**config.mk**
```make
export PLATFORM = sky130hd
export DESIGN_NAME = fmc_ft245_rx_bridge
export DESIGN_NICKNAME = d
export VERILOG_FILES = /design/src/common/ft245_pkg.sv /design/src/ft245/ft245_rx_engine.sv /design/src/ft245/rx_word_fifo.sv /design/src/verilog/fmc_ft245_rx_bridge.sv /design/src/verilog/vadj_sequencer.sv
export SDC_FILE = /design/constraint.sdc
export NUM_CORES = 1
export LEC_CHECK = 0
export BUFFER_PORTS_ARGS = -buffer_cell sky130_fd_sc_hd__buf_4
export CELL_PAD_IN_SITES_DETAIL_PLACEMENT = 1
export CELL_PAD_IN_SITES_GLOBAL_PLACEMENT = 1
export CORE_ASPECT_RATIO = 1.75
export CORE_MARGIN = 2
export CORE_UTILIZATION = 50
export DETAILED_ROUTE_END_ITERATION = 8
export HOLD_SLACK_MARGIN = 0.02
export PLACE_DENSITY = 0.72
export SKIP_CTS_REPAIR_TIMING = 1
export SLEW_MARGIN = 20
export SYNTH_ARGS = -nofsm -noshare
export SYNTH_HDL_FRONTEND = slang
export SYNTH_SLANG_ARGS = --single-unit
```
**constraint.sdc**
```tcl
create_clock -name fmc_clk -period 4.1 [get_ports fmc_clk]
set_clock_uncertainty 0.2 [all_clocks]
set_input_delay 0.205 -clock fmc_clk [delete_from_list [all_inputs] [get_ports fmc_clk]]
set_output_delay 0.205 -clock fmc_clk [all_outputs]
set_load 0.02 [all_outputs]
```
**src/common/ft245_pkg.sv**
```systemverilog
`default_nettype none

package ft245_pkg;

    // ~~~~~~~~~~~~~~~~~~~~~~~~~~~~~~~~~~~~~~~~~~~~~~~~~~~~~~~~~~~~~~~~~~~~~~~~~~~~
    // bus word and beat
    // ~~~~~~~~~~~~~~~~~~~~~~~~~~~~~~~~~~~~~~~~~~~~~~~~~~~~~~~~~~~~~~~~~~~~~~~~~~~~

    // one 16-bit word of the 245 bus
    typedef logic [15:0] ft_data_t;

    // byte enables, a set bit marks a valid byte
    typedef logic [1:0] ft_be_t;

    // captured, stored and streamed as one unit
    typedef struct packed {
        ft_data_t data;
        ft_be_t   keep;
    } ft_beat_t;

    // ~~~~~~~~~~~~~~~~~~~~~~~~~~~~~~~~~~~~~~~~~~~~~~~~~~~~~~~~~~~~~~~~~~~~~~~~~~~~
    // fmc adjustable voltage
    // ~~~~~~~~~~~~~~~~~~~~~~~~~~~~~~~~~~~~~~~~~~~~~~~~~~~~~~~~~~~~~~~~~~~~~~~~~~~~

    typedef logic [1:0] vadj_code_t;

    // 2.5 V select
    localparam vadj_code_t VADJ_2V5 = 2'b10;

    // ~~~~~~~~~~~~~~~~~~~~~~~~~~~~~~~~~~~~~~~~~~~~~~~~~~~~~~~~~~~~~~~~~~~~~~~~~~~~
    // read engine
    // ~~~~~~~~~~~~~~~~~~~~~~~~~~~~~~~~~~~~~~~~~~~~~~~~~~~~~~~~~~~~~~~~~~~~~~~~~~~~

    typedef enum logic [2:0] {
        RX_WAIT_POWER,
        RX_IDLE,
        RX_OE,
        RX_READ,
        RX_RELEASE
    } rx_state_t;

    // ~~~~~~~~~~~~~~~~~~~~~~~~~~~~~~~~~~~~~~~~~~~~~~~~~~~~~~~~~~~~~~~~~~~~~~~~~~~~
    // receive fifo
    // ~~~~~~~~~~~~~~~~~~~~~~~~~~~~~~~~~~~~~~~~~~~~~~~~~~~~~~~~~~~~~~~~~~~~~~~~~~~~

    localparam int FIFO_DEPTH  = 16;
    localparam int FIFO_ADDR_W = 4;

    // free slots left when almost-full rises, covers words still in flight
    localparam int FIFO_MARGIN = 4;

    typedef logic [FIFO_ADDR_W-1:0] fifo_addr_t;

    // one bit wider than the address so a full fifo can be counted
    typedef logic [FIFO_ADDR_W:0] fifo_count_t;

endpackage

`default_nettype wire

```
**src/ft245/ft245_rx_engine.sv**
```systemverilog
`default_nettype none

module ft245_rx_engine (
    input  wire logic                fmc_clk,
    input  wire logic                reset,
    input  wire logic                power_good,
    input  wire logic                fmc_rxfn,
    input  wire ft245_pkg::ft_data_t fmc_data,
    input  wire ft245_pkg::ft_be_t   fmc_be,
    output logic                     fmc_oen,
    output logic                     fmc_rdn,
    input  wire logic                almost_full,
    output logic                     capture_valid,
    output ft245_pkg::ft_beat_t      capture_beat
);

    ft245_pkg::rx_state_t state;

    logic word_accepted;
    logic can_open;
    logic stop_burst;

    // chip hands over a word on every edge with rd# and rxf# both low
    assign word_accepted = !fmc_rdn && !fmc_rxfn;

    // data waiting and room left in the fifo
    assign can_open = power_good && !fmc_rxfn && !almost_full;

    assign stop_burst = fmc_rxfn || almost_full;

    // ~~~~~~~~~~~~~~~~~~~~~~~~~~~~~~~~~~~~~~~~~~~~~~~~~~~~~~~~~~~~~~~~~~~~~~~~~~~~
    // strobe sequencing
    // ~~~~~~~~~~~~~~~~~~~~~~~~~~~~~~~~~~~~~~~~~~~~~~~~~~~~~~~~~~~~~~~~~~~~~~~~~~~~

    // oe# leads rd# by one cycle on the way in and trails it on the way out
    always_ff @(posedge fmc_clk)
    begin
        if (reset)
        begin
            state   <= ft245_pkg::RX_WAIT_POWER;
            fmc_oen <= 1'b1;
            fmc_rdn <= 1'b1;
        end
        else
        begin
            case (state)
                ft245_pkg::RX_WAIT_POWER:
                begin
                    if (power_good)
                        state <= ft245_pkg::RX_IDLE;
                end
                ft245_pkg::RX_IDLE:
                begin
                    if (can_open)
                    begin
                        fmc_oen <= 1'b0;
                        state   <= ft245_pkg::RX_OE;
                    end
                end
                ft245_pkg::RX_OE:
                begin
                    // rd# never went low, so oe# may close right away
                    if (stop_burst)
                    begin
                        fmc_oen <= 1'b1;
                        state   <= ft245_pkg::RX_IDLE;
                    end
                    else
                    begin
                        fmc_rdn <= 1'b0;
                        state   <= ft245_pkg::RX_READ;
                    end
                end
                ft245_pkg::RX_READ:
                begin
                    if (stop_burst)
                    begin
                        fmc_rdn <= 1'b1;
                        state   <= ft245_pkg::RX_RELEASE;
                    end
                end
                ft245_pkg::RX_RELEASE:
                begin
                    fmc_oen <= 1'b1;
                    state   <= ft245_pkg::RX_IDLE;
                end
                default:
                begin
                    fmc_oen <= 1'b1;
                    fmc_rdn <= 1'b1;
                    state   <= ft245_pkg::RX_IDLE;
                end
            endcase
        end
    end

    // ~~~~~~~~~~~~~~~~~~~~~~~~~~~~~~~~~~~~~~~~~~~~~~~~~~~~~~~~~~~~~~~~~~~~~~~~~~~~
    // word capture
    // ~~~~~~~~~~~~~~~~~~~~~~~~~~~~~~~~~~~~~~~~~~~~~~~~~~~~~~~~~~~~~~~~~~~~~~~~~~~~

    // one push per accepted word, a cycle after the accepting edge
    always_ff @(posedge fmc_clk)
    begin
        if (reset)
            capture_valid <= 1'b0;
        else
            capture_valid <= word_accepted;
    end

    always_ff @(posedge fmc_clk)
    begin
        if (word_accepted)
        begin
            capture_beat.data <= fmc_data;
            capture_beat.keep <= fmc_be;
        end
    end

endmodule

`default_nettype wire

```
**src/ft245/rx_word_fifo.sv**
```systemverilog
`default_nettype none

module rx_word_fifo (
    input  wire logic                fmc_clk,
    input  wire logic                reset,
    input  wire logic                push_valid,
    input  wire ft245_pkg::ft_beat_t push_beat,
    output logic                     almost_full,
    output logic                     out_valid,
    output ft245_pkg::ft_beat_t      out_beat,
    input  wire logic                out_ready
);

    ft245_pkg::ft_beat_t mem [ft245_pkg::FIFO_DEPTH];

    ft245_pkg::fifo_addr_t  wr_ptr;
    ft245_pkg::fifo_addr_t  rd_ptr;
    ft245_pkg::fifo_count_t count;
    ft245_pkg::fifo_count_t free_slots;

    logic full;
    logic do_push;
    logic do_pop;

    assign full       = (count == ft245_pkg::fifo_count_t'(ft245_pkg::FIFO_DEPTH));
    assign free_slots = ft245_pkg::fifo_count_t'(ft245_pkg::FIFO_DEPTH) - count;

    // engine stops its burst here, the margin absorbs words already in flight
    assign almost_full = (free_slots <= ft245_pkg::fifo_count_t'(ft245_pkg::FIFO_MARGIN));

    assign do_push = push_valid && !full;
    assign do_pop  = out_valid && out_ready;

    // head entry, held until popped since writes never reach it
    assign out_valid = (count != '0);
    assign out_beat  = mem[rd_ptr];

    // ~~~~~~~~~~~~~~~~~~~~~~~~~~~~~~~~~~~~~~~~~~~~~~~~~~~~~~~~~~~~~~~~~~~~~~~~~~~~
    // storage and pointers
    // ~~~~~~~~~~~~~~~~~~~~~~~~~~~~~~~~~~~~~~~~~~~~~~~~~~~~~~~~~~~~~~~~~~~~~~~~~~~~

    always_ff @(posedge fmc_clk)
    begin
        if (do_push)
            mem[wr_ptr] <= push_beat;
    end

    // pointers wrap on their own, depth is a power of two
    always_ff @(posedge fmc_clk)
    begin
        if (reset)
        begin
            wr_ptr <= '0;
            rd_ptr <= '0;
            count  <= '0;
        end
        else
        begin
            if (do_push)
                wr_ptr <= wr_ptr + 1'b1;
            if (do_pop)
                rd_ptr <= rd_ptr + 1'b1;
            case ({do_push, do_pop})
                2'b10:   count <= count + 1'b1;
                2'b01:   count <= count - 1'b1;
                default: count <= count;
            endcase
        end
    end

endmodule

`default_nettype wire

```
**src/verilog/fmc_ft245_rx_bridge.sv**
```systemverilog
`default_nettype none

module fmc_ft245_rx_bridge (
    input  wire logic                fmc_clk,
    input  wire logic                reset,

    // ft245 receive pins
    input  wire logic                fmc_rxfn,
    input  wire ft245_pkg::ft_data_t fmc_data,
    input  wire ft245_pkg::ft_be_t   fmc_be,
    output logic                     fmc_oen,
    output logic                     fmc_rdn,

    // fmc voltage control
    output ft245_pkg::vadj_code_t    set_vadj,
    output logic                     vadj_en,

    // stream out
    output logic                     out_valid,
    output ft245_pkg::ft_beat_t      out_beat,
    input  wire logic                out_ready
);

    logic                capture_valid;
    ft245_pkg::ft_beat_t capture_beat;
    logic                almost_full;

    vadj_sequencer i_vadj_sequencer (
        .fmc_clk  (fmc_clk),
        .reset    (reset),
        .set_vadj (set_vadj),
        .vadj_en  (vadj_en)
    );

    // bus reads start only once the rail is up
    ft245_rx_engine i_ft245_rx_engine (
        .fmc_clk       (fmc_clk),
        .reset         (reset),
        .power_good    (vadj_en),
        .fmc_rxfn      (fmc_rxfn),
        .fmc_data      (fmc_data),
        .fmc_be        (fmc_be),
        .fmc_oen       (fmc_oen),
        .fmc_rdn       (fmc_rdn),
        .almost_full   (almost_full),
        .capture_valid (capture_valid),
        .capture_beat  (capture_beat)
    );

    rx_word_fifo i_rx_word_fifo (
        .fmc_clk     (fmc_clk),
        .reset       (reset),
        .push_valid  (capture_valid),
        .push_beat   (capture_beat),
        .almost_full (almost_full),
        .out_valid   (out_valid),
        .out_beat    (out_beat),
        .out_ready   (out_ready)
    );

endmodule

`default_nettype wire

```
**src/verilog/vadj_sequencer.sv**
```systemverilog
`default_nettype none

module vadj_sequencer (
    input  wire logic             fmc_clk,
    input  wire logic             reset,
    output ft245_pkg::vadj_code_t set_vadj,
    output logic                  vadj_en
);

    typedef enum logic [1:0] {
        SEQ_DISABLE,
        SEQ_SELECT,
        SEQ_ENABLE,
        SEQ_DONE
    } seq_state_t;

    seq_state_t state;

    // rail goes off first, code changes only while the rail is off
    always_ff @(posedge fmc_clk)
    begin
        if (reset)
        begin
            state    <= SEQ_DISABLE;
            set_vadj <= '0;
            vadj_en  <= 1'b0;
        end
        else
        begin
            case (state)
                SEQ_DISABLE:
                begin
                    vadj_en <= 1'b0;
                    state   <= SEQ_SELECT;
                end
                SEQ_SELECT:
                begin
                    set_vadj <= ft245_pkg::VADJ_2V5;
                    state    <= SEQ_ENABLE;
                end
                SEQ_ENABLE:
                begin
                    vadj_en <= 1'b1;
                    state   <= SEQ_DONE;
                end
                // rail stays up until the next reset
                default:
                    state <= SEQ_DONE;
            endcase
        end
    end

endmodule

`default_nettype wire

```
======== Word level (Yosys, flattened, before mapping) ========
Memory sizes are Yosys's and may differ from the RTL's. A register that Yosys moved wholly into a read port is not among the register bits.
Cells that the tools add are included.
word-level totals
  register bits ........................... 41
  memory bits (writable) .................. 288
  input bits .............................. 22
  output and inout port bits .............. 24
  memories ................................ 1
memory list
  memory              depth  width  read ports  clocked after memory_dff  wr ports  line                RTL
  i_rx_word_fifo.mem  16     18     1           1                         1         rx_word_fifo.sv:14  ft245_pkg::ft_beat_t mem [ft245_pkg::FIFO_DEPTH];
cells by class
  $add $sub $neg .......................... 5
  magnitude comparators ................... 1
  equal/unequal tests ..................... 14
  mux-type cells .......................... 17
  bitwise operators ....................... 2
  reductions and logical operators ........ 20
operator list
  cell                   number
  $pmux W3 S4            1
  $pmux W5 S2            1
  $mux W3                3
  $reduce_and A3 Y1      3
  $add A4 B1 Y4 const B  2
  $mux W4                2
  $eq A3 B2 Y1 const B   2
  $ne A2 B1 Y1 const B   3
  $pmux W1 S3            2
  $add A5 B1 Y5 const B  1
  $eq A5 B5 Y1 const B   1
  $le A5 B3 Y1 const B   1
  $logic_and A1 B1 Y1    5
  $mux W1                5
  $reduce_bool A5 Y1     1
  $sub A5 B1 Y5 const B  1
  $sub A5 B5 Y5 const A  1
  $eq A2 B1 Y1 const B   2
  $eq A2 B2 Y1 const B   2
  $logic_not A1 Y1       4
  $ne A2 B2 Y1 const B   2
  $pmux W2 S2            1
  $reduce_bool A2 Y1     2
  $eq A3 B1 Y1 const B   1
  9 further kinds        10

======== Depth between registers and ports, before layout ========
Gate-level depths: netlist of run 1.
  depth after elaboration ................. 6
  mapped depth ............................ 14
  gate-level depth less buffers ........... 12

======== By module ========
From an unflattened synthesis of run 1, not the netlist that was laid out.
unflattened totals
  cell total of the unflattened synthesis .. 579
  area total of the unflattened synthesis .. 12,714.7 um^2
by module, submodules not included
  module           times used  cells each  area each (um^2)  seq. area each (um^2)
  rx_word_fifo     1           519         11,770.0          8,988.6
  ft245_rx_engine  1           46          799.5             660.6
  vadj_sequencer   1           14          145.1             80.1

======== Worst setup path before layout of run 1 ========
OpenSTA, ideal clock, no wires.
  path type ............................... register to register
  from .................................... reg i_rx_word_fifo.count[2]
  to ...................................... mem i_rx_word_fifo.mem[3][0] in the netlist's numbering, enable pin
  setup time .............................. 0.416 ns
  arrival time ............................ 2.502 ns
  data required time ...................... 3.484 ns
  path slack .............................. 0.982 ns
  stages on the path, launching flop included .. 9
  path buffers ............................ 2
  cell sequence ........................... dfxtp_1 -> buf_6 -> or4_4 -> inv_1 -> ha_1 -> nor2b_1 -> buf_2 -> nand2_1 -> nor3_1
between the ends
  longest elaborated chain between the ends .. 5
ends and longest elaborated chain
  element                        line                RTL
  from (decl)                    rx_word_fifo.sv:18  ft245_pkg::fifo_count_t count;
  from (signal assigned)         rx_word_fifo.sv:64  2'b10: count <= count + 1'b1;
  from (signal assigned)         rx_word_fifo.sv:65  2'b01: count <= count - 1'b1;
  from (signal assigned)         rx_word_fifo.sv:66  default: count <= count;
  $eq A5 B5 Y1                   rx_word_fifo.sv:25  assign full = (count == ft245_pkg::fifo_count_t'(ft245_pkg::FIFO_DEPTH));
  $logic_not A1 Y1               rx_word_fifo.sv:31  assign do_push = push_valid && !full;
  $logic_and A1 B1 Y1            rx_word_fifo.sv:31
  $mux W1                        rx_word_fifo.sv:44  if (do_push)
  $mux W1 (implied by the code)  rx_word_fifo.sv:45  mem[wr_ptr] <= push_beat;
  to (decl)                      rx_word_fifo.sv:14
Every way passes these cells.

======== Worst setup path in the final report of run 1 ========
  from .................................... reg i_rx_word_fifo.count[2]
  to ...................................... reg i_rx_word_fifo.count[4]
between the ends
  longest elaborated chain between the ends .. 5
  elaborated cells between the ends (all ways) .. 11
ends and longest elaborated chain
  element                                            line                RTL
  $eq A5 B5 Y1                                       rx_word_fifo.sv:25
  $logic_not A1 Y1                                   rx_word_fifo.sv:31
  $logic_and A1 B1 Y1                                rx_word_fifo.sv:31
  $eq A2 B1 Y1 or $eq A2 B2 Y1 (tied branches)       rx_word_fifo.sv:63  case ({do_push, do_pop})
  $pmux W5 S2 or $reduce_bool A2 Y1 (tied branches)  -
Parallel ways exist; a longest one is shown, timed or not.
A chain may end at the register's enable or synchronous reset.

==> impl_metrics.csv, run 1 <==
group,metric,value,unit
cts,cts-root-buf,"clkbuf_16",
floorplanning,die_h,215,um
timing,finalMaxSlewViolations,0,
critical_path,rr_endpoint,"i_rx_word_fifo.count[4]$_SDFFE_PP0P_",
critical_path,start_kind,"flip-flop",
global_routing,grt_first_pass_wirelength,42800,um
synth,ys_seq_elements,333,
synth,synth_cells,635,
synth,synth_top_area_share,72.3,%
finish,stdcell_count,1064,
critical_path,arrival,3920,ps
floorplanning,start_util,50.5,%
critical_path,reg2reg_depth,11,
place,place_inst,988,
finish,num-fill-cells,2149,
power_and_ir_drop,vdd_drop_max,0.000317,V
finish,num-nets-final,757,
min_path,hp-start,"fmc_data[9]",
route,first_pass_iters,4,
finish,fin_util,58.6,%
floorplanning,die_area,26800,um^2
finish,diodes,0,
synth,synth_most_common_cell,"edfxtp_1",
timing,post-route-period-util,90.0,%
synth,synthArstFlopShare,0,%
cts,cts_sinks,333,
route,drc,0,
synth,synth_area_leaders,"edfxtp_1 72%, mux4_2 13%, dfxtp_1 4.3%, a22oi_1 2.1%, nor2_1 1.0%",
finish,fin_area,14700,um^2
min_path,hold_path.class,"input port to flip-flop",
min_path,hold_end,"i_ft245_rx_engine.capture_beat[11]$_DFFE_PP_",
timing,fin_crit,3690,ps
cts,path_clk_slew,70,ps
critical_path,worstPathMaxFanout,11,
timing,fmax,271,MHz
timing,slew-limit-headroom,30.7,%
timing,rsz0062_at_grt,"false",
run,max_cap_violations,0,
place,dp_slack,493,ps
global_routing,grt_max_degree,34,
min_path,hold_depth,2,
place,dpl_cell_area,13600,um^2
synth,synth.largest_area_cell,"edfxtp_1",
cts,htreeDepth,1,
global_routing,grt_antenna_before_repair,0,
timing,worst_slack,412,ps
synth,synthTopCellsByCount,"306 x edfxtp_1, 72 x mux4_2, 36 x a22oi_1, 35 x nor2_1, 32 x nand2_1",
floorplanning,core_region_area,25100,um^2
route,routed_via_density,5.89,
power_and_ir_drop,leakage,4.76,nW
place,port_buffers,44,
synth,synth_nets,667,
synth,ys_warn_count,0,
run_status,status,"finished, final reports clean",
synth,synth_area,12700,um^2
route,wire_per_inst,26.7,um
timing,setup_tns,0,ps
floorplanning,row_count,77,
critical_path,crit_required,4330,ps
critical_path,cp-end-kind,"flip-flop",
power_and_ir_drop,power_per_cell_area,455,nW/um^2
route,drtIter0Drc,521,
finish,drive_gt1_share,28.6,%
timing,hold_viol_final,0,
synth,syn_area_per_cell,20.0,um^2
place,hpwlAfterDp,18300,um
cts,clockBufferDepth,3,
cts,tritoncts,"yes",
route,wirelength,28500,um
finish,syn2layout_area_growth,16.0,%
timing,setup_viol,0,
global_routing,grt_overflow,0,
cts,numCtsBuffers,29,
synth,ys_types,46,
synth,synth_edf_count,306,
route,vias,6265,
critical_path,worstSetupPathType,"flip-flop to flip-flop",
floorplanning,die_x,125,um
cts,clk_latency,550,ps
critical_path,reg2reg_from,"i_rx_word_fifo.count[2]$_SDFFE_PP0P_",
place,gp_congestion,0.796,
global_routing,grt_use_total,21.3,%
synth,seq_area_frac_synth,76.6,%
critical_path,r2r_slack,410,ps
timing,worst_slew_pin_slew,1040,ps
floorplanning,pin_count,46,
global_routing,grt_pass1_vias,6962,
synth,synth_flop_cell,"edfxtp_1",
route,ant_nets,0,
## per-layer routing
metal | GRT usage [%] | wire length (um) | vias up
met4 | 9.78 | 1240 | 0
li1 | - | - | 2763
met5 | 0 | 0 | -
met1 | 25.2 | 10500 | 3264
met3 | 2.51 | 947 | 77
met2 | 38.9 | 15800 | 161
## how the worst max path moves through the flow
| stage | start | to | depth (start not counted) |
|---|---|---|---|
| 5_1_grt | i_rx_word_fifo.count[2]$_SDFFE_PP0P_ | i_rx_word_fifo.count[4]$_SDFFE_PP0P_ | 11 |
| 2_1_floorplan | i_rx_word_fifo.count[2]$_SDFFE_PP0P_ | i_rx_word_fifo.mem[3][0]$_DFFE_PP_ | 8 |
| 6_report | i_rx_word_fifo.count[2]$_SDFFE_PP0P_ | i_rx_word_fifo.count[4]$_SDFFE_PP0P_ | 11 |
| 4_1_cts | i_rx_word_fifo.count[2]$_SDFFE_PP0P_ | i_rx_word_fifo.count[4]$_SDFFE_PP0P_ | 11 |
| 3_5_place_dp | i_rx_word_fifo.count[2]$_SDFFE_PP0P_ | i_rx_word_fifo.count[4]$_SDFFE_PP0P_ | 11 |
| 3_3_place_gp | i_rx_word_fifo.count[2]$_SDFFE_PP0P_ | i_rx_word_fifo.count[4]$_SDFFE_PP0P_ | 11 |
## critical path: stages (launching register included)
cell and delay [ps]:
dfxtp_1 550, or4_4 240, inv_1 60, ha_1 180, nor2b_1 590, inv_2 140, ha_1 340, ha_1 400
o21ai_0 120, nor3_1 270, o22ai_1 160, mux2_1 330
## sequential cells by signal, indices dropped and copies added (netlist names), 2 cells and up, named ones only
signal                          count
i_vadj_sequencer.state              2
i_ft245_rx_engine.capture_beat     18
i_ft245_rx_engine.state             3
i_rx_word_fifo.rd_ptr               4
i_rx_word_fifo.mem                288
i_rx_word_fifo.count                5
i_rx_word_fifo.wr_ptr               4
## report_power, final
group	switching, mW	leakage (nW)	internal [mW]
logic	0.117	1.34	0.133
clock network	1.19	0.458	1.49
registers	0.0634	2.97	3.72
## area by class of cell
class	instances	area (um^2)	share of cell area [%]
Tap cell	316	395	2.68
Timing Repair Buffer	92	808	5.48
Sequential cell	333	9730	66.0
Multi-Input combinational cell	259	2840	19.3
Clock buffer	33	741	5.02
Inverter	10	37.5	0.255
Clock inverter	21	185	1.26
## stage by stage
step / power [mW] / hold slack (ps)
floorplan: 3.99 / 81.8
global placement: 4.08 / 183
detailed placement: 4.09 / 184
CTS: 6.74 / -392
global route: 6.89 / 174
finish: 6.71 / 180
## layout by cell type, fill, tap and decap left out, drive strengths merged, types with 2 or more instances in the layout
| master | netlist | routed |
|---|---|---|
| a211oi | 2 | 2 |
| a21oi | 12 | 12 |
| a22oi | 36 | 36 |
| a31oi | 2 | 2 |
| and3 | 2 | 2 |
| buf | 13 | 70 |
| bufinv | 0 | 3 |
| clkbuf | 20 | 33 |
| clkinv | 0 | 15 |
| dfxtp | 27 | 27 |
| dlygate4sd3 | 0 | 22 |
| edfxtp | 306 | 306 |
| ha | 10 | 10 |
| inv | 10 | 12 |
| mux4 | 72 | 72 |
| nand2 | 32 | 32 |
| nand2b | 3 | 3 |
| nand4 | 4 | 4 |
| nor2 | 35 | 35 |
| nor2b | 5 | 5 |
| nor3 | 10 | 10 |
| nor3b | 4 | 4 |
| nor4b | 2 | 2 |
| o21ai | 6 | 6 |
| xor2 | 6 | 6 |
## cells by family after synthesis
| family | share of synthesized area, % |
|---|---|
| simple gates | 3.79 |
| xor+xnor | 0.482 |
| fa+ha+maj | 0.985 |
| compound gates | 3.71 |
| mux | 12.9 |
| flops | 76.6 |
| buf+inv | 1.51 |
| other cells | 0.0295 |
Power figures use the tool's default switching activity.
==> inputs of run 2 (changes only) <==
ABC_AREA = 1   (was unset)
CTS_BUF_LIST = sky130_fd_sc_hd__clkbuf_8 sky130_fd_sc_hd__clkbuf_16   (was unset)
PLACE_DENSITY = 0.75   (was 0.72)
==> run 2 against run 1 <==
Net effect: first-iteration DRC count is 30% higher; clock power hardly changed; maximum frequency is 14% higher; critical path depth is 6 lower; largest cell class unchanged; largest power group unchanged.
==> impl_metrics.csv, run 2 <==
group,metric,value,unit
critical_path,max_stage_delay,870,ps
critical_path,r2r_slack,1240,ps
critical_path,critPathSlowestCell,"clkinv_1",
place,hpwlAfterDp,22500,um
floorplanning,die_area,28300,um^2
run_status,status,"finished, final reports clean",
timing,setup_viol,0,
min_path,hold_depth,2,
synth,synth_adder_area_share,0.930,%
critical_path,crit_required,3690,ps
route,routed_via_density,5.94,
critical_path,path_cells,"clkinv_1, o211ai_1, nand3_1, nand2_1, buf_4",
route,first_pass_iters,5,
finish,final_common_cell,"edfxtp_1",
timing,setup_tns,0,ps
cts,clockBufferDepth,3,
synth,synthTopCellsByCount,"306 x edfxtp_1, 110 x inv_1, 87 x a21oi_1, 78 x o21ai_0",
timing,finalMaxSlewViolations,0,
timing,worst_hold_slack,172,ps
synth,synthArstFlopShare,0,%
power_and_ir_drop,vdd_drop_max,0.000339,V
route,drtIter0Drc,678,
run,max_cap_violations,0,
global_routing,grt_antenna_before_repair,0,
finish,drive_gt1_share,11.9,%
finish,largest_register,"i_rx_word_fifo.mem",
synth,synth_top_area_share,68.3,%
cts,path_clk_slew,70,ps
synth,synth_nets,1014,
timing,rsz0062_at_grt,"false",
timing,fmax,309,MHz
timing,fin_crit,3240,ps
route,ant_nets,0,
route,wire_per_inst,25.8,um
route,drc,0,
synth,synth_mux_area_share,5.35,%
cts,tritoncts,"yes",
power_and_ir_drop,leakage,5.32,nW
place,gp_congestion,0.822,
floorplanning,die_x,128,um
global_routing,grt_pass1_vias,8800,
synth,syn_area_per_cell,13.7,um^2
critical_path,start_kind,"flip-flop",
finish,layout_common_cells,"306 x edfxtp_1, 119 x inv_1, 87 x a21oi_1, 78 x o21ai_0",
global_routing,grt_first_pass_wirelength,53500,um
min_path,hold_end,"i_ft245_rx_engine.capture_beat[0]$_DFFE_PP_",
synth,synth_area,13500,um^2
synth,synth_cells,982,
timing,slew-limit-headroom,23.8,%
synth,yosys.area_share.simple,4.29,%
power_and_ir_drop,power_per_cell_area,605,nW/um^2
synth,synth_most_common_cell,"edfxtp_1",
critical_path,reg2reg_depth,9,
critical_path,critPathBufInv,2,
synth,ys_types,30,
floorplanning,core_region_area,26500,um^2
synth,ys_warn_count,0,
critical_path,rr_endpoint,"i_rx_word_fifo.mem[8][10]$_DFFE_PP_",
synth,seq_area_frac_synth,72.3,%
timing,worst_slew_pin_slew,1140,ps
floorplanning,die_h,221,um
synth,ys_seq_elements,333,
min_path,hold_path.class,"input port to flip-flop",
floorplanning,pin_count,46,
cts,numCtsBuffers,29,
finish,reg_top3,"i_rx_word_fifo.mem (288), i_ft245_rx_engine.capture_beat (18), i_rx_word_fifo.count (5)",
synth,synthXorXnorAreaFrac,0.260,%
critical_path,critical_path.top_delay_family,"buffers and inverters",
route,vias,8257,
synth,synth_flop_cell,"edfxtp_1",
place,port_buffers,44,
timing,hold_viol_final,0,
floorplanning,start_util,50.8,%
floorplanning,row_count,79,
min_path,hp-start,"fmc_be[0]",
critical_path,reg2reg_from,"i_rx_word_fifo.count[2]$_SDFFE_PP0P_",
synth,synth.largest_area_cell,"edfxtp_1",
cts,clk_latency,550,ps
cts,cts-root-buf,"clkbuf_16",
route,wirelength,35900,um
synth,synth_area_leaders,"edfxtp_1 68%, mux2i_1 5.4%, dfxtp_1 4.0%, o211ai_1 4.0%, a21oi_1 3.2%",
critical_path,cp-end-kind,"output port",
synth,synth_edf_count,306,
synth,synth_top_family_by_area,"compound AO/OA/AOI/OAI gates",
global_routing,grt_max_degree,80,
finish,num-nets-final,1077,
global_routing,grt_overflow,0,
synth,synth-compound-area-share,11.1,%
timing,post-route-period-util,79.0,%
finish,largest_reg_flops,288,
cts,cts_sinks,333,
finish,diodes,0,
critical_path,worstSetupPathType,"flip-flop to output port",
critical_path,arrival,2840,ps
finish,syn2layout_area_growth,13.1,%
cts,htreeDepth,1,
critical_path,worstPathMaxFanout,23,
global_routing,grt_use_total,25.7,%
-- run 2: cell types whose count changed after synthesis, moves of 71 or more --
| cell | change |
|---|---|
| inv_1 | +102 |
| mux4_2 | -72 |
| o21ai_0 | +74 |
| mux2i_1 | +71 |
| o211ai_1 | +72 |
| a21oi_1 | +78 |
-- run 2: worst max-delay path by stage --
stage	start	to	slack, ps	cells after the start
floorplan	i_rx_word_fifo.count[2]$_SDFFE_PP0P_	i_rx_word_fifo.mem[11][0]$_DFFE_PP_	1620	9
global placement	i_rx_word_fifo.count[1]$_SDFFE_PP0P_	i_rx_word_fifo.mem[8][16]$_DFFE_PP_	1340	9
detailed placement	i_rx_word_fifo.count[2]$_SDFFE_PP0P_	i_rx_word_fifo.mem[12][12]$_DFFE_PP_	1250	9
CTS	flip-flop	out_beat[4]	860	7
global route	flip-flop	out_beat[6]	720	7
finish	flip-flop	out_beat[14]	860	5
-- run 2: worst register-to-register path, stage by stage, from the launching register on --
cell and delay, ps:
dfxtp_1 360, inv_1 90, nand3_1 100, inv_1 70, ha_1 180, inv_1 50, nand2_1 160, inv_1 180
nand2_1 200, nor2_2 870
-- run 2: report_power, final --
group	switching, mW	internal [mW]	total [mW]	leakage, nW
registers	0.175	3.82	3.99	2.97
logic	1.64	0.892	2.53	1.85
clock network	1.20	1.49	2.68	0.495
total	3.01	6.20	9.21	5.32
-- run 2: area by class of cell --
class                      instances  area (um^2)
timing repair buffer              85          731
multi-input combinational        484         3000
inverter                         112          420
sequential                       333         9740
clock buffer                      32          778
fill                            2560        11300
clock inverter                    21          148
tap                              324          405
-- run 2: cell families (layout without fill, tap and decap cells) --
logic type	count (synthesis)	after routing
mux	72	72
simple gates	136	136
compound gates	261	261
xor+xnor	4	4
flops	333	333
other cells	1	1
buf+inv	165	250
fa+ha+maj	10	10
-- run 2: routing by layer --
layer / up-vias / routed length (um) / track usage [%]
met5: - / 0 / 0
met2: 236 / 20000 / 47.7
met4: 0 / 1690 / 11.8
met1: 4224 / 12800 / 29.2
li1: 3712 / - / -
met3: 85 / 1360 / 2.56
-- run 2: metrics by stage --
step                setup WS, ps  utilization [%]  instances  total power [mW]  area (um^2)
floorplan                   1620                -        982              5.76        13500
global placement            1340             53.1       1316              6.49        14100
detailed placement          1250             53.1       1316              6.57        14100
CTS                          864             56.6       1369              9.26        15000
global route                 720             57.5       1391              9.59        15200
finish                       859             57.5       1391              9.21        15200
==> inputs of run 3 (changes only) <==
clock period = 3.31 ns   (was 4.1 ns; I/O delays follow)
==> run 3 against run 2 <==
Net effect: clock power increased by 25%; final cell count grew 0.86%; count of clock-buffer cells in the layout down 1; non-clock buffer count is 12 higher; hold slack worse by 48 ps; die area unchanged; first-iteration DRC count shrank 7.5%; power is 23% higher; core utilization is 0.43 points higher; register-to-register slack got worse by 580 ps.
==> impl_metrics.csv, run 3 (synthesis results as in run 2) <==
group,metric,value,unit
timing,rsz0062_at_grt,"false",
floorplanning,die_h,221,um
timing,setup_viol,0,
route,vias,8130,
critical_path,crit_top_cell,"buf_4",
timing,slew-limit-headroom,50.7,%
route,drc,0,
global_routing,grt_use_total,24.4,%
place,hpwlAfterDp,22100,um
timing,hold_viol_final,0,
power_and_ir_drop,leakage,5.37,nW
global_routing,grt_pass1_vias,8729,
cts,cts-root-buf,"clkbuf_16",
finish,layout_common_cells,"306 x edfxtp_1, 114 x inv_1, 87 x a21oi_1, 78 x o21ai_0",
route,drtIter0Drc,627,
critical_path,critical_path.top_delay_family,"buffers and inverters",
critical_path,start_kind,"flip-flop",
critical_path,critPathBufInv,3,
route,highest_layer,"met4",
floorplanning,die_x,128,um
critical_path,max_stage_delay,700,ps
floorplanning,core_region_area,26500,um^2
finish,syn2layout_area_growth,13.9,%
timing,fin_crit,2970,ps
global_routing,grt_overflow,0,
critical_path,path_cells,"buf_4, clkinv_1, o211ai_1, nand2_1, buf_4",
critical_path,cp-end-kind,"output port",
timing,finalMaxSlewViolations,0,
route,wl_met1,12300,um
cts,clockBufferDepth,3,
finish,final_common_cell,"edfxtp_1",
floorplanning,pin_count,46,
place,dp_slack,641,ps
cts,tritoncts,"yes",
route,dr_wl_met3,1160,um
finish,num-nets-final,1089,
critical_path,worstPathMaxFanout,19,
finish,drive_gt1_share,13.1,%
route,routed_via_density,5.79,
timing,worst_slack,342,ps
critical_path,worstSetupPathType,"flip-flop to output port",
min_path,hold_path.class,"input port to flip-flop",
timing,post-route-period-util,89.7,%
run,max_cap_violations,0,
floorplanning,start_util,50.8,%
place,port_buffers,44,
global_routing,grt_first_pass_wirelength,51000,um
finish,diodes,0,
power_and_ir_drop,power_per_cell_area,740,nW/um^2
cts,clk_latency,550,ps
finish,largest_register,"i_rx_word_fifo.mem",
floorplanning,die_area,28300,um^2
route,wl_met2,19200,um
cts,cts_sinks,333,
global_routing,grt_max_degree,78,
timing,setup_tns,0,ps
power_and_ir_drop,vdd_drop_max,0.000598,V
critical_path,crit_required,2940,ps
route,ant_nets,0,
finish,reg_top3,"i_rx_word_fifo.mem (288), i_ft245_rx_engine.capture_beat (18), i_rx_word_fifo.count (5)",
critical_path,critPathSlowestCell,"clkinv_1",
critical_path,arrival,2600,ps
timing,worst_slew_pin_slew,734,ps
floorplanning,row_count,79,
finish,largest_reg_flops,288,
critical_path,r2r_slack,660,ps
cts,numCtsBuffers,29,
cts,path_clk_slew,70,ps
cts,htreeDepth,1,
route,wire_per_inst,24.4,um
global_routing,grt_antenna_before_repair,0,
place,gp_congestion,0.779,
timing,fmax,337,MHz
run_status,status,"finished, final reports clean",
route,wirelength,34300,um
route,first_pass_iters,5,
-- run 3: area by class of cell --
type                       count  area, um^2
clock buffer                  31         753
clock inverter                22         175
fill                        2611       11200
inverter                     112         420
multi-input combinational    484        3000
sequential                   333        9740
tap                          324         405
timing repair buffer          97         846
-- run 3: final timing paths --
| check | startpoint | endpoint | depth (start not counted) |
|---|---|---|---|
| min | fmc_data[4] | i_ft245_rx_engine.capture_beat[6]$_DFFE_PP_ | 2 |
| min reg2reg | i_ft245_rx_engine.fmc_oen$_SDFFE_PP1P_ | i_ft245_rx_engine.fmc_oen$_SDFFE_PP1P_ | 2 |
| max reg2reg | i_rx_word_fifo.count[1]$_SDFFE_PP0P_ | i_rx_word_fifo.count[4]$_SDFFE_PP0P_ | 18 |
| max | flip-flop | out_beat[7] | 5 |
-- run 3: through the flow --
step / instance area, um^2 / instances / util [%] / power, mW / hold WS, ps
2_1_floorplan: 13500 / 982 / - / 7.13 / 42.3
3_3_place_gp: 14200 / 1328 / 53.5 / 8.00 / 144
3_5_place_dp: 14200 / 1328 / 53.5 / 8.09 / 145
4_1_cts: 15100 / 1381 / 57.0 / 11.4 / -430
5_1_grt: 15300 / 1403 / 57.9 / 11.8 / 118
6_report: 15300 / 1403 / 57.9 / 11.3 / 124
-- run 3: routing by layer --
metal / track usage [%] / up-vias
met5: 0 / -
met4: 11.6 / 0
met3: 2.54 / 91
met2: 46.0 / 216
met1: 27.0 / 4094
li1: - / 3729
-- run 3: power breakdown --
part	switching, mW	internal, mW
Clock	1.47	1.87
Sequential	0.204	4.73
Combinational	1.94	1.12
